===== config.mk =====
export PLATFORM = sky130hd
export DESIGN_NAME = dispatch_unit
export DESIGN_NICKNAME = d
export VERILOG_FILES = /design/src/hdl/dispatch_pkg.sv /design/src/hdl/inst_decoder.sv /design/src/hdl/reg_status_table.sv /design/src/hdl/reg_file.sv /design/src/hdl/tag_pool.sv /design/src/hdl/operand_fetch.sv /design/src/hdl/issue_control.sv /design/src/hdl/dispatch_unit.sv
export SDC_FILE = /design/constraint.sdc
export NUM_CORES = 2
export LEC_CHECK = 0
export BUFFER_PORTS_ARGS = -buffer_cell sky130_fd_sc_hd__buf_4
export CORE_MARGIN = 4
export CORE_UTILIZATION = 50
export CTS_CLUSTER_DIAMETER = 150
export CTS_CLUSTER_SIZE = 12
export DETAILED_ROUTE_END_ITERATION = 10
export PLACE_DENSITY = 0.69
export SLEW_MARGIN = 40
export SYNTH_ARGS = -nofsm -noshare
export SYNTH_HDL_FRONTEND = slang
export SYNTH_SLANG_ARGS = --single-unit

===== constraint.sdc =====
create_clock -name clk -period 3.6 [get_ports clk]
set_clock_uncertainty 0.1 [all_clocks]
set_input_delay 0.36 -clock clk [delete_from_list [all_inputs] [get_ports clk]]
set_output_delay 0.36 -clock clk [all_outputs]
set_load 0.01 [all_outputs]

===== src/hdl/dispatch_pkg.sv =====
package dispatch_pkg;

   // Datapath widths
   localparam int word_w     = 32;
   localparam int reg_addr_w = 5;
   localparam int num_regs   = 32;
   localparam int tag_w      = 6;
   localparam int num_tags   = 64;

   // MIPS instruction field widths
   localparam int opcode_w = 6;
   localparam int funct_w  = 6;
   localparam int imm_w    = 16;
   localparam int jaddr_w  = 26;

   localparam logic [opcode_w-1:0] opcode_rtype = 6'h00;
   localparam logic [opcode_w-1:0] opcode_j     = 6'h02;
   localparam logic [opcode_w-1:0] opcode_beq   = 6'h04;
   localparam logic [opcode_w-1:0] opcode_bne   = 6'h05;
   localparam logic [opcode_w-1:0] opcode_lw    = 6'h23;
   localparam logic [opcode_w-1:0] opcode_sw    = 6'h2B;

   localparam logic [funct_w-1:0] funct_mult  = 6'h18;
   localparam logic [funct_w-1:0] funct_multu = 6'h19;
   localparam logic [funct_w-1:0] funct_div   = 6'h1A;
   localparam logic [funct_w-1:0] funct_divu  = 6'h1B;

   // Opcodes understood by the load/store queue
   localparam logic ls_func_lw = 1'b0;
   localparam logic ls_func_sw = 1'b1;

   typedef logic [word_w-1:0]     word_t;
   typedef logic [reg_addr_w-1:0] reg_addr_t;
   typedef logic [tag_w-1:0]      tag_t;

   typedef enum logic [1:0] {
      q_int  = 2'd0,
      q_ls   = 2'd1,
      q_mult = 2'd2,
      q_div  = 2'd3
   } queue_sel_e;

   // One bit per execution queue, indexed by queue_sel_e
   typedef logic [3:0] queue_vec_t;

   typedef struct packed {
      queue_sel_e          queue;
      logic                needs_queue;
      logic                needs_tag;
      logic                is_branch;
      logic                is_jump;
      logic                is_load;
      logic                is_store;
      logic [opcode_w-1:0] int_opcode;
      logic                ls_opcode;
      reg_addr_t           rs;
      reg_addr_t           rt;
      reg_addr_t           dest;
      word_t               imm;
   } decoded_t;

   typedef struct packed {
      logic  valid;
      tag_t  tag;
      word_t data;
      logic  branch;
      logic  branch_taken;
   } cdb_t;

   typedef struct packed {
      word_t imm;
      tag_t  rd_tag;
      tag_t  rs_tag;
      tag_t  rt_tag;
      word_t rs_data;
      word_t rt_data;
      logic  rs_valid;
      logic  rt_valid;
   } equeue_entry_t;

endpackage


===== src/hdl/inst_decoder.sv =====
module inst_decoder (
   input  dispatch_pkg::word_t    inst,
   input  dispatch_pkg::word_t    pc_plus4,
   output dispatch_pkg::decoded_t decoded,
   output dispatch_pkg::word_t    branch_target,
   output dispatch_pkg::word_t    jump_target
);
   import dispatch_pkg::*;

   logic [opcode_w-1:0] opcode;
   logic [funct_w-1:0]  funct;
   logic [imm_w-1:0]    imm16;
   logic [jaddr_w-1:0]  jaddr;
   reg_addr_t           rs;
   reg_addr_t           rt;
   reg_addr_t           rd;
   word_t               imm_sext;

   // Field split for the R, I and J formats
   assign opcode = inst[word_w-1 -: opcode_w];
   assign rs     = inst[25:21];
   assign rt     = inst[20:16];
   assign rd     = inst[15:11];
   assign funct  = inst[funct_w-1:0];
   assign imm16  = inst[imm_w-1:0];
   assign jaddr  = inst[jaddr_w-1:0];

   assign imm_sext = {{(word_w - imm_w){imm16[imm_w-1]}}, imm16};

   assign branch_target = pc_plus4 + {imm_sext[word_w-3:0], 2'b00};
   // Jumps stay inside the current 256 MB region
   assign jump_target   = {pc_plus4[word_w-1 -: 4], jaddr, 2'b00};

   always_comb begin
      decoded             = '0;
      decoded.queue       = q_int;
      decoded.rs          = rs;
      decoded.rt          = rt;
      decoded.dest        = rd;
      decoded.imm         = imm_sext;
      decoded.ls_opcode   = ls_func_lw;

      case (opcode)
         opcode_rtype: begin
            decoded.needs_queue = 1'b1;
            decoded.needs_tag   = 1'b1;
            if (funct == funct_mult || funct == funct_multu) begin
               decoded.queue = q_mult;
            end else if (funct == funct_div || funct == funct_divu) begin
               decoded.queue = q_div;
            end else begin
               decoded.int_opcode = funct;
            end
         end
         opcode_beq, opcode_bne: begin
            // Branches are resolved by the integer unit and produce no result
            decoded.needs_queue = 1'b1;
            decoded.is_branch   = 1'b1;
            decoded.int_opcode  = opcode;
         end
         opcode_j: begin
            decoded.is_jump = 1'b1;
         end
         opcode_lw: begin
            decoded.queue       = q_ls;
            decoded.needs_queue = 1'b1;
            decoded.needs_tag   = 1'b1;
            decoded.is_load     = 1'b1;
            decoded.ls_opcode   = ls_func_lw;
            decoded.dest        = rt;
         end
         opcode_sw: begin
            decoded.queue       = q_ls;
            decoded.needs_queue = 1'b1;
            decoded.is_store    = 1'b1;
            decoded.ls_opcode   = ls_func_sw;
         end
         default: begin
         end
      endcase
   end

endmodule


===== src/hdl/reg_status_table.sv =====
module reg_status_table (
   input  logic                              clk,
   input  logic                              rst_n,
   input  dispatch_pkg::reg_addr_t           rs,
   input  dispatch_pkg::reg_addr_t           rt,
   input  dispatch_pkg::reg_addr_t           dest,
   input  logic                              set_busy,
   input  dispatch_pkg::tag_t                new_tag,
   input  dispatch_pkg::cdb_t                cdb,
   output dispatch_pkg::tag_t                rs_tag,
   output dispatch_pkg::tag_t                rt_tag,
   output logic                              rs_busy,
   output logic                              rt_busy,
   output logic [dispatch_pkg::num_regs-1:0] write_onehot
);
   import dispatch_pkg::*;

   logic [num_regs-1:0] busy;
   tag_t                prod_tag [num_regs];

   // Every register still waiting on the broadcast tag takes the CDB value
   always_comb begin
      for (int i = 0; i < num_regs; i++) begin
         write_onehot[i] = cdb.valid && busy[i] && (prod_tag[i] == cdb.tag);
      end
   end

   always_ff @(posedge clk or negedge rst_n) begin
      if (!rst_n) begin
         busy <= '0;
         for (int i = 0; i < num_regs; i++) begin
            prod_tag[i] <= '0;
         end
      end else begin
         for (int i = 0; i < num_regs; i++) begin
            // A new producer overrides a completion of the old one
            if (set_busy && dest == reg_addr_t'(i)) begin
               busy[i]     <= 1'b1;
               prod_tag[i] <= new_tag;
            end else if (write_onehot[i]) begin
               busy[i] <= 1'b0;
            end
         end
      end
   end

   assign rs_tag  = prod_tag[rs];
   assign rt_tag  = prod_tag[rt];
   assign rs_busy = busy[rs];
   assign rt_busy = busy[rt];

endmodule


===== src/hdl/reg_file.sv =====
module reg_file (
   input  logic                              clk,
   input  logic                              rst_n,
   input  logic [dispatch_pkg::num_regs-1:0] write_onehot,
   input  dispatch_pkg::word_t               write_data,
   input  dispatch_pkg::reg_addr_t           rs,
   input  dispatch_pkg::reg_addr_t           rt,
   output dispatch_pkg::word_t               rs_data,
   output dispatch_pkg::word_t               rt_data
);
   import dispatch_pkg::*;

   word_t regs [num_regs];

   // Several registers may share one producer tag, so all of them are written
   always_ff @(posedge clk or negedge rst_n) begin
      if (!rst_n) begin
         for (int i = 0; i < num_regs; i++) begin
            regs[i] <= '0;
         end
      end else begin
         for (int i = 0; i < num_regs; i++) begin
            if (write_onehot[i]) begin
               regs[i] <= write_data;
            end
         end
      end
   end

   assign rs_data = regs[rs];
   assign rt_data = regs[rt];

endmodule


===== src/hdl/tag_pool.sv =====
module tag_pool (
   input  logic               clk,
   input  logic               rst_n,
   input  logic               pop,
   input  dispatch_pkg::cdb_t cdb,
   output dispatch_pkg::tag_t free_tag,
   output logic               tag_avail
);
   import dispatch_pkg::*;

   tag_t             pool [num_tags];
   tag_t             rd_ptr;
   tag_t             wr_ptr;
   logic [tag_w:0]   count;
   logic             do_pop;
   logic             do_push;

   assign tag_avail = (count != '0);
   assign free_tag  = pool[rd_ptr];
   assign do_pop    = pop && tag_avail;
   assign do_push   = cdb.valid;

   always_ff @(posedge clk or negedge rst_n) begin
      if (!rst_n) begin
         // Tag 0 is reserved, so the pool starts with 1 to 63 in order
         for (int i = 0; i < num_tags; i++) begin
            pool[i] <= tag_t'((i + 1) % num_tags);
         end
         rd_ptr <= '0;
         wr_ptr <= tag_t'(num_tags - 1);
         count  <= (tag_w + 1)'(num_tags - 1);
      end else begin
         if (do_push) begin
            pool[wr_ptr] <= cdb.tag;
            wr_ptr       <= wr_ptr + 1'b1;
         end
         if (do_pop) begin
            rd_ptr <= rd_ptr + 1'b1;
         end
         case ({do_push, do_pop})
            2'b10:   count <= count + 1'b1;
            2'b01:   count <= count - 1'b1;
            default: count <= count;
         endcase
      end
   end

endmodule


===== src/hdl/operand_fetch.sv =====
module operand_fetch (
   input  logic                        clk,
   input  logic                        rst_n,
   input  dispatch_pkg::decoded_t      decoded,
   input  dispatch_pkg::cdb_t          cdb,
   input  dispatch_pkg::tag_t          free_tag,
   input  logic                        dispatch_fire,
   output dispatch_pkg::equeue_entry_t equeue
);
   import dispatch_pkg::*;

   tag_t                rs_tag;
   tag_t                rt_tag;
   logic                rs_busy;
   logic                rt_busy;
   logic [num_regs-1:0] write_onehot;
   word_t               rs_data;
   word_t               rt_data;
   logic                rs_hit;
   logic                rt_hit;

   reg_status_table u_reg_status_table (
      .clk          (clk),
      .rst_n        (rst_n),
      .rs           (decoded.rs),
      .rt           (decoded.rt),
      .dest         (decoded.dest),
      .set_busy     (dispatch_fire && decoded.needs_tag),
      .new_tag      (free_tag),
      .cdb          (cdb),
      .rs_tag       (rs_tag),
      .rt_tag       (rt_tag),
      .rs_busy      (rs_busy),
      .rt_busy      (rt_busy),
      .write_onehot (write_onehot)
   );

   reg_file u_reg_file (
      .clk          (clk),
      .rst_n        (rst_n),
      .write_onehot (write_onehot),
      .write_data   (cdb.data),
      .rs           (decoded.rs),
      .rt           (decoded.rt),
      .rs_data      (rs_data),
      .rt_data      (rt_data)
   );

   // The register file only sees this broadcast at the next edge, so bypass it
   assign rs_hit = rs_busy && cdb.valid && (cdb.tag == rs_tag);
   assign rt_hit = rt_busy && cdb.valid && (cdb.tag == rt_tag);

   assign equeue.imm      = decoded.imm;
   assign equeue.rd_tag   = free_tag;
   assign equeue.rs_tag   = rs_tag;
   // A load writes rt, so its rt tag names the load's own result
   assign equeue.rt_tag   = decoded.is_load ? free_tag : rt_tag;
   assign equeue.rs_data  = rs_hit ? cdb.data : rs_data;
   assign equeue.rt_data  = rt_hit ? cdb.data : rt_data;
   assign equeue.rs_valid = !rs_busy || rs_hit;
   assign equeue.rt_valid = decoded.is_store || !rt_busy || rt_hit;

endmodule


===== src/hdl/issue_control.sv =====
module issue_control (
   input  logic                     clk,
   input  logic                     rst_n,
   input  dispatch_pkg::decoded_t   decoded,
   input  dispatch_pkg::word_t      branch_target,
   input  dispatch_pkg::word_t      jump_target,
   input  logic                     ifq_empty,
   input  dispatch_pkg::queue_vec_t queue_ready,
   input  logic                     tag_avail,
   input  dispatch_pkg::cdb_t       cdb,
   output dispatch_pkg::queue_vec_t queue_en,
   output logic                     ifq_ren,
   output logic                     dispatch_fire,
   output logic                     ifq_redirect,
   output dispatch_pkg::word_t      ifq_redirect_addr
);
   import dispatch_pkg::*;

   typedef enum logic {
      st_dispatch     = 1'b0,
      st_branch_stall = 1'b1
   } state_e;

   state_e state;
   state_e state_next;
   word_t  saved_target;
   logic   tag_ok;
   logic   can_issue;

   assign tag_ok    = !decoded.needs_tag || tag_avail;
   assign can_issue = !ifq_empty && decoded.needs_queue &&
                      queue_ready[decoded.queue] && tag_ok;

   always_comb begin
      dispatch_fire     = 1'b0;
      ifq_redirect      = 1'b0;
      ifq_redirect_addr = '0;
      state_next        = state;

      case (state)
         st_dispatch: begin
            dispatch_fire = can_issue;
            if (!ifq_empty && decoded.is_jump) begin
               ifq_redirect      = 1'b1;
               ifq_redirect_addr = jump_target;
            end
            if (can_issue && decoded.is_branch) begin
               state_next = st_branch_stall;
            end
         end
         st_branch_stall: begin
            if (cdb.branch) begin
               state_next = st_dispatch;
               if (cdb.branch_taken) begin
                  ifq_redirect      = 1'b1;
                  ifq_redirect_addr = saved_target;
               end else begin
                  // A second branch waits one more cycle and goes out from dispatch
                  dispatch_fire = can_issue && !decoded.is_branch;
               end
            end
         end
         default: begin
            state_next = st_dispatch;
         end
      endcase
   end

   assign ifq_ren = dispatch_fire;

   always_comb begin
      queue_en                = '0;
      queue_en[decoded.queue] = dispatch_fire;
   end

   always_ff @(posedge clk or negedge rst_n) begin
      if (!rst_n) begin
         state <= st_dispatch;
      end else begin
         state <= state_next;
      end
   end

   // Target kept for a taken branch while younger instructions are held
   always_ff @(posedge clk or negedge rst_n) begin
      if (!rst_n) begin
         saved_target <= '0;
      end else if (dispatch_fire && decoded.is_branch) begin
         saved_target <= branch_target;
      end
   end

endmodule


===== src/hdl/dispatch_unit.sv =====
module dispatch_unit (
   input  logic                              clk,
   input  logic                              rst_n,
   input  dispatch_pkg::word_t               ifq_inst,
   input  dispatch_pkg::word_t               ifq_pc_plus4,
   input  logic                              ifq_empty,
   output logic                              ifq_ren,
   output logic                              ifq_redirect,
   output dispatch_pkg::word_t               ifq_redirect_addr,
   input  dispatch_pkg::cdb_t                cdb,
   input  dispatch_pkg::queue_vec_t          queue_ready,
   output dispatch_pkg::equeue_entry_t       equeue,
   output logic [dispatch_pkg::opcode_w-1:0] int_opcode,
   output logic                              ls_opcode,
   output dispatch_pkg::queue_vec_t          queue_en
);
   import dispatch_pkg::*;

   decoded_t decoded;
   word_t    branch_target;
   word_t    jump_target;
   tag_t     free_tag;
   logic     tag_avail;
   logic     dispatch_fire;

   inst_decoder u_inst_decoder (
      .inst          (ifq_inst),
      .pc_plus4      (ifq_pc_plus4),
      .decoded       (decoded),
      .branch_target (branch_target),
      .jump_target   (jump_target)
   );

   // Only result-producing instructions consume a tag
   tag_pool u_tag_pool (
      .clk       (clk),
      .rst_n     (rst_n),
      .pop       (dispatch_fire && decoded.needs_tag),
      .cdb       (cdb),
      .free_tag  (free_tag),
      .tag_avail (tag_avail)
   );

   operand_fetch u_operand_fetch (
      .clk           (clk),
      .rst_n         (rst_n),
      .decoded       (decoded),
      .cdb           (cdb),
      .free_tag      (free_tag),
      .dispatch_fire (dispatch_fire),
      .equeue        (equeue)
   );

   issue_control u_issue_control (
      .clk               (clk),
      .rst_n             (rst_n),
      .decoded           (decoded),
      .branch_target     (branch_target),
      .jump_target       (jump_target),
      .ifq_empty         (ifq_empty),
      .queue_ready       (queue_ready),
      .tag_avail         (tag_avail),
      .cdb               (cdb),
      .queue_en          (queue_en),
      .ifq_ren           (ifq_ren),
      .dispatch_fire     (dispatch_fire),
      .ifq_redirect      (ifq_redirect),
      .ifq_redirect_addr (ifq_redirect_addr)
   );

   assign int_opcode = decoded.int_opcode;
   assign ls_opcode  = decoded.ls_opcode;

endmodule


# [Word-level counts from Yosys, hierarchy flattened]
# Cells that the tools add are included.
[totals] output_inout_bits=161 ff_bits=1684 word_cells=544 in_bits=112
[op_classes] eq_ne=76 order_cmp=9 muxes=121 n_addsub=5 n_reduce_logical=162 n_bitwise=6
[op_table] op="$bwmux 384" count=1
[op_table] op="$bmux 32 s5" count=2
[op_table] op="$mux 32" count=9
[op_table] op="$eq 6x6->1" count=34
[op_table] op="$logic_and 1x1->1" count=111
[op_table] op="$mux 1" count=81
[op_table] op="$eq 5x5->1 const B" count=16
[op_table] op="$reduce_bool 2->1" count=33
[op_table] op="$pmux 32 s2" count=1
[op_table] op="$bmux 6 s5" count=2
[op_table] op="$mux 6" count=10
[op_table] op="$eq 5x4->1 const B" count=8
[op_table] op="$bmux 6 s6" count=1
[op_table] op="$demux 6 s6" count=1
[op_table] op="$add 32x32->32" count=1
[op_table] op="$eq 6x5->1 const B" count=4
[op_table] op="$eq 5x3->1 const B" count=4
[op_table] op="$ge 7x7->1 const B" count=2
[op_table] op="$not 6->7" count=2
[op_table] op="$pmux 7 s2" count=1
[op_table] op="$add 6x1->6 const B" count=2
[op_table] op="$eq 6x3->1 const B" count=2
[op_table] op="$eq 6x6->1 const B" count=2
[op_table] op="$ge 6x6->1 const B" count=2
[op_table] op="29 further kinds" count=47

# [Depth between registers and ports, before layout]
[depth] depth_word=17 depth_mapped=18 depth_no_buf=16

# [Cells and area by module]
# A second synthesis with hierarchy kept.
[unflattened] hier_cells=7581 hier_area_um2=94918.5
[modules_own_cells] mod="reg_file" area_per_inst_um2=55823.5 n_inst=1 cells_per_inst=4588 seq_area_each_um2=25624.6
[modules_own_cells] mod="tag_pool" area_per_inst_um2=19017.0 n_inst=1 cells_per_inst=1306 seq_area_each_um2=10339.9
[modules_own_cells] mod="reg_status_table" area_per_inst_um2=14310.0 n_inst=1 cells_per_inst=1062 seq_area_each_um2=5605.4
[modules_own_cells] mod="inst_decoder" area_per_inst_um2=2432.3 n_inst=1 cells_per_inst=361 seq_area_each_um2=0.0
[modules_own_cells] mod="issue_control" area_per_inst_um2=1786.7 n_inst=1 cells_per_inst=127 seq_area_each_um2=825.8
[modules_own_cells] mod="operand_fetch" area_per_inst_um2=1542.7 n_inst=1 cells_per_inst=136 seq_area_each_um2=0.0
[modules_own_cells] mod="dispatch_unit" area_per_inst_um2=6.3 n_inst=1 cells_per_inst=1 seq_area_each_um2=0.0

# [Worst setup path after synthesis]
# OpenSTA, ideal clock, no wires.
[synth_path] path_kind="input to register" startpoint="input ifq_inst[30]" endpoint="register u_tag_pool.count[6]" arrival_ps=3798 setup_time_ps=125 path_slack_ps=-424 cell_stages=18 required_time_ps=3375 path_buffers=2 path_cell_list="nor3_1 > o21ai_0 > a31oi_1 > o221ai_1 > a211oi_2 > buf_2 > ha_1 > buf_1 > xor2_1 > ha_1 > and3b_1 > o21ai_0 > nand2_1 > mux2i_1 > o22ai_1 > mux2i_1 > nor2_1 > xor2_1"
[synth_between] elab_chain_len=15 word_cells_on_any_way=31 cone_classes="eq/ne (6); mux (10); reduce/logical (15)"
[synth_lines] element="start, declared" line="dispatch_unit.sv:4" source="input dispatch_pkg::word_t ifq_inst,"
[synth_lines] element="$eq 6x6->1" line="inst_decoder.sv:43" source="case (opcode)"
[synth_lines] element="$reduce_or 2->1 (no line)"
[synth_lines] element="$pmux 2 s2" line="inst_decoder.sv:43"
[synth_lines] element="$bmux 1 s2" line="issue_control.sv:32" source="queue_ready[decoded.queue] && tag_ok;"
[synth_lines] element="$mux 1 (implied by the code)" line="issue_control.sv:32"
[synth_lines] element="$logic_and 1x1->1" line="issue_control.sv:31" source="assign can_issue = !ifq_empty && decoded.needs_queue &&"
[synth_lines] element="$logic_and 1x1->1" line="issue_control.sv:32"
[synth_lines] element="$logic_and 1x1->1" line="issue_control.sv:59" source="dispatch_fire = can_issue && !decoded.is_branch;"
[synth_lines] element="$mux 1" line="issue_control.sv:54" source="if (cdb.branch_taken) begin"
[synth_lines] element="$mux 1" line="issue_control.sv:52" source="if (cdb.branch) begin"
[synth_lines] element="$pmux 1 s2" line="issue_control.sv:40" source="case (state)"
[synth_lines] element="$logic_and 1x1->1 (*)" line="dispatch_unit.sv:38" source=".pop (dispatch_fire && decoded.needs_tag),"
[synth_lines] element="$logic_and 1x1->1 (*)" line="tag_pool.sv:20" source="assign do_pop = pop && tag_avail;"
[synth_lines] element="$eq 2x1->1 / $eq 2x2->1 (equally long branches)" line="tag_pool.sv:40" source="case ({do_push, do_pop})"
[synth_lines] element="$pmux 7 s2 / $reduce_bool 2->1 (equally long branches)"
[synth_lines] element="end signal, assigned" line="tag_pool.sv:41" source="2'b10: count <= count + 1'b1;"
[synth_lines] element="end signal, assigned" line="tag_pool.sv:42" source="2'b01: count <= count - 1'b1;"
[synth_lines] element="end signal, assigned" line="tag_pool.sv:43" source="default: count <= count;"
[synth_lines] element="end, declared" line="tag_pool.sv:14" source="logic [tag_w:0] count;"
# Mark *: on every way between the ends. The rest lies on a longest branch, timed or not. The select of a mux whose other input is x is not followed.
# A chain may end at the register's enable or synchronous reset.

==> impl_metrics.ini <==
[cells_and_area]
final_util = 0.5808
drive_gt1_frac = 0.5822
final_common_cell = mux2_2
finalNetCount = 6624
layout_common_cells = mux2_2, dfrtp_1, mux4_2, buf_4, dfstp_2
final.fill_count = 13950
seq_area_mm2 = 0.04241
area_delta_synth_final_pct = 15.16
layout.cells.non_filler = 8905
multi_input_area_mm2 = 0.04681

[timing]
hold_viol_final = 0
period_share = 1.260
maxSlewViolCount = 0
slew_headroom = 0.4422
worst_slack_ns = -0.9371
fin_setup_tns_ns = -59.65
rsz0062_at_grt = yes
max_freq_mhz = 220.4
fin_crit_ns = 4.537
worst_slew_pin_slew_ns = 0.8342
finalSetupViolCount = 78

[floorplanning]
core_area_mm2 = 0.1813
num_rows = 156
start_util = 0.5043
fp.dieH_um = 435.7
die_w_um = 435.7
die_area_mm2 = 0.1898
io_pins = 273

[yosys]
ys_seq_area_frac = 0.4636
synth_seq_cells = 1684
synthFlopType = dfrtp_1
synth_simple_gate_area_share = 0.03102
synth_top_family_by_area = multiplexers
synth_compound_area_frac = 0.02040
yosys_warnings = 0
yosys.area_share.adder = 0.004871
synthCells = 6054
avgSynthCellArea_um2 = 15.11
netlist_area_mm2 = 0.09145
muxShareOfSynthArea = 0.4287
synth_nets = 6201
synthDistinctLibCells = 75
synthXorXnorAreaFrac = 0.02297
synth_edf_count = 0
asyncSetResetFlopFracSynth = 1.000

[global_routing]
grt_pass1_wl_mm = 416.8
antenna_found_initial = 3
grt_pass1_vias = 61760
grt_overflow = 0
grt_use_total = 0.2936
grt_max_degree = 151

[place]
port_buffers = 272
dp_hpwl_mm = 169.5
dp.cells = 8562
gp_congestion = 0.9617

[critical_path]
setup.worst_path.start = u_operand_fetch.u_reg_status_table.prod_tag[179]$_DFFE_PN0P_
startpoint_type = flop
cp_common_cell = buf_6
r2r-start = u_tag_pool.rd_ptr[0]$_DFFE_PN0N_
slowest_delay_ns = 0.58
critPathKind = flop to output port
cp_max_fo = 6
timing.critical_path.cells = mux4_2 -> o21a_1 -> a22o_1 -> or4_4 -> xor2_4 -> nor4_4 -> buf_12 -> buf_6 -> buf_16 -> mux2_4 -> buf_6
crit_path_end_kind = output port
crit_slowest_cell = or4_4
worst-endpoint-required_ns = 3.14
crit_buf_inv = 4
cp.arrival_ns = 4.08
crit_family = simple AND/OR/NAND/NOR gates

[outcome]
status = finished with violations
violations = negative setup slack

[pwr]
clkPwrFrac = 0.351
swShare = 0.2707
p_seq_frac = 0.492
ir_drop_mv = 0.3764
power_per_cell_area_mw_per_mm2 = 418.2
power_mw = 44.04
p_int_mw = 32.12
switchingPower_mw = 11.92
leakage_nw = 48.25
p_comb_frac = 0.156

[clock_network]
numCtsBuffers = 158
path_clk_slew_ns = 0.07
h-tree-depth = 4
clockBufferDepth = 3
cts_root_buffer = clkbuf_16
clk_latency_ns = 0.81
clkSinkCount = 1684
tritoncts = done

[detailed_routing]
drtIter0Drc = 5511
vias_per_cell = 6.625
wl_mm = 280.3
first_pass_iters = 6
ant_nets = 0
wl_per_cell_um = 31.48
drc_errors = 0
vias = 59000

[worst_hold_path]
hp-class = input port to async pin

[flow_run]
cap_violations = 0
==> sequential cells by signal, summed over array words and instances, names as in the netlist <==
signal	flops
u_operand_fetch.u_reg_status_table.busy	32
u_operand_fetch.u_reg_status_table.prod_tag	192
u_issue_control.state	1
u_operand_fetch.u_reg_file.regs	1024
u_issue_control.saved_target	32
u_tag_pool.pool	384
u_tag_pool.rd_ptr	6
u_tag_pool.wr_ptr	6
u_tag_pool.count	7
==> worst register-to-register path, delay by kind of cell, from the launching register on <==
family,cells,cell delay (ns)
muxes,4,1.78
buffers and inverters,7,1.07
DFF,1,0.50
==> metal layers <==
metal,global-route usage,wire [µm],share of wire
met1,0.4087,114700,0.41
met2,0.4651,132800,0.47
met3,0.05939,22340,0.080
met4,0.09872,10400,0.037
met5,0,24,0.000086
==> through the flow <==
stage / instance area, µm² / setup WS, ns / hold slack, ns
3_5_place_dp: 98720 / -0.5188 / 0.1766
2_1_floorplan: 91490 / 0.001793 / -0.03559
5_1_grt: 105300 / -1.007 / 0.03646
3_3_place_gp: 98640 / -0.4503 / 0.1802
6_report: 105300 / -0.9371 / 0.03142
4_1_cts: 105200 / -0.9476 / 0.001351
==> cells in the mapped netlist (all sizes together) (3+ instances only) <==
library cell	count	area (µm²)
a211oi	8	65.06
nor3	60	300.3
a21boi	3	22.52
mux2i	59	590.6
nand3	71	355.3
mux4	853	19210
inv	18	67.56
o21ai	59	295.3
nor4	7	58.81
mux2	1723	19400
o22ai	3	18.77
a22oi	22	165.2
a21o	29	217.7
a311oi	3	26.28
or3	8	50.05
o211ai	4	30.03
a31oi	16	100.1
nor3b	9	67.56
dfrtp	1480	37040
nor2	124	478.0
a221oi	5	43.79
buf	190	1028
xnor2	152	1331
and2	10	62.56
o21a	14	105.1
nand3b	6	45.04
dfstp	204	5360
nand2b	18	112.6
a22o	35	306.5
a211o	3	26.28
o31ai	10	75.07
xor2	87	769.5
clkinv	3	11.26
nand4	50	312.8
nand2	162	608.1
or2	7	43.79
ha	34	425.4
a21oi	35	175.2
clkbuf	398	1494
and3	16	100.1
nor2b	25	156.4
==> layout make-up <==
| cell class | instances | share of cell area |
|---|---|---|
| well taps | 2370 | 0.02816 |
| flip-flops and latches | 1684 | 0.4027 |
| clock buffers | 200 | 0.03904 |
| repair buffers | 851 | 0.08215 |
| diodes | 1 | 0.00002376 |
| clock inverters | 17 | 0.002542 |
| inverters | 21 | 0.0008435 |
| multi-input cells | 3761 | 0.4445 |
==> power by group through the flow <==
stage | Sequential (mW) | Clock [mW] | Combinational, mW
after floorplan | 21.6 | 0 | 4.06
after global placement | 21.9 | 0 | 6.19
after detailed placement | 22.0 | 0 | 6.33
after CTS | 21.6 | 15.8 | 6.71
after global routing | 21.8 | 16.5 | 7.31
final | 21.7 | 15.5 | 6.88
==> kinds of logic (layout without fill, tap and decap cells) <==
logic type               Yosys count  after routing
other                              0              1
XOR/XNOR                         239            239
AND/OR/NAND/NOR                  582            582
multiplexers                    2635           2635
buffers and inverters            609           1089
flip-flops                      1684           1684
adder cells (fa/ha/maj)           35             35
AO/OA/AOI/OAI                    270            270
==> worst paths after layout <==
check / end / slack, ns / cells past startpoint
setup / recovery: equeue[59] / -0.94 / 11
hold / removal: u_operand_fetch.u_reg_file.regs[236]$_DFFE_PN0P_ / 0.03 / 2
setup reg to reg: u_operand_fetch.u_reg_status_table.prod_tag[89]$_DFFE_PN0P_ / 0.04 / 11
hold reg to reg: u_tag_pool.count[6]$_DFFE_PN0P_ / 0.37 / 1
max in group asynchronous: u_operand_fetch.u_reg_file.regs[530]$_DFFE_PN0P_ / 2.11 / 4
min in group clk: u_issue_control.saved_target[8]$_DFFE_PN0P_ / 0.06 / 4
==> what timing repair did <==
action / in CTS / in global routing
hold buffers: 67 / 0
hold endpoints to repair: 1964 / 0
resized for setup: 168 / 42
pin swaps: 23 / 13
setup endpoints to repair: 78 / 85
setup buffers: 44 / 3
cloned: 14 / 2
No activity file was read; power rests on OpenSTA's default activity.
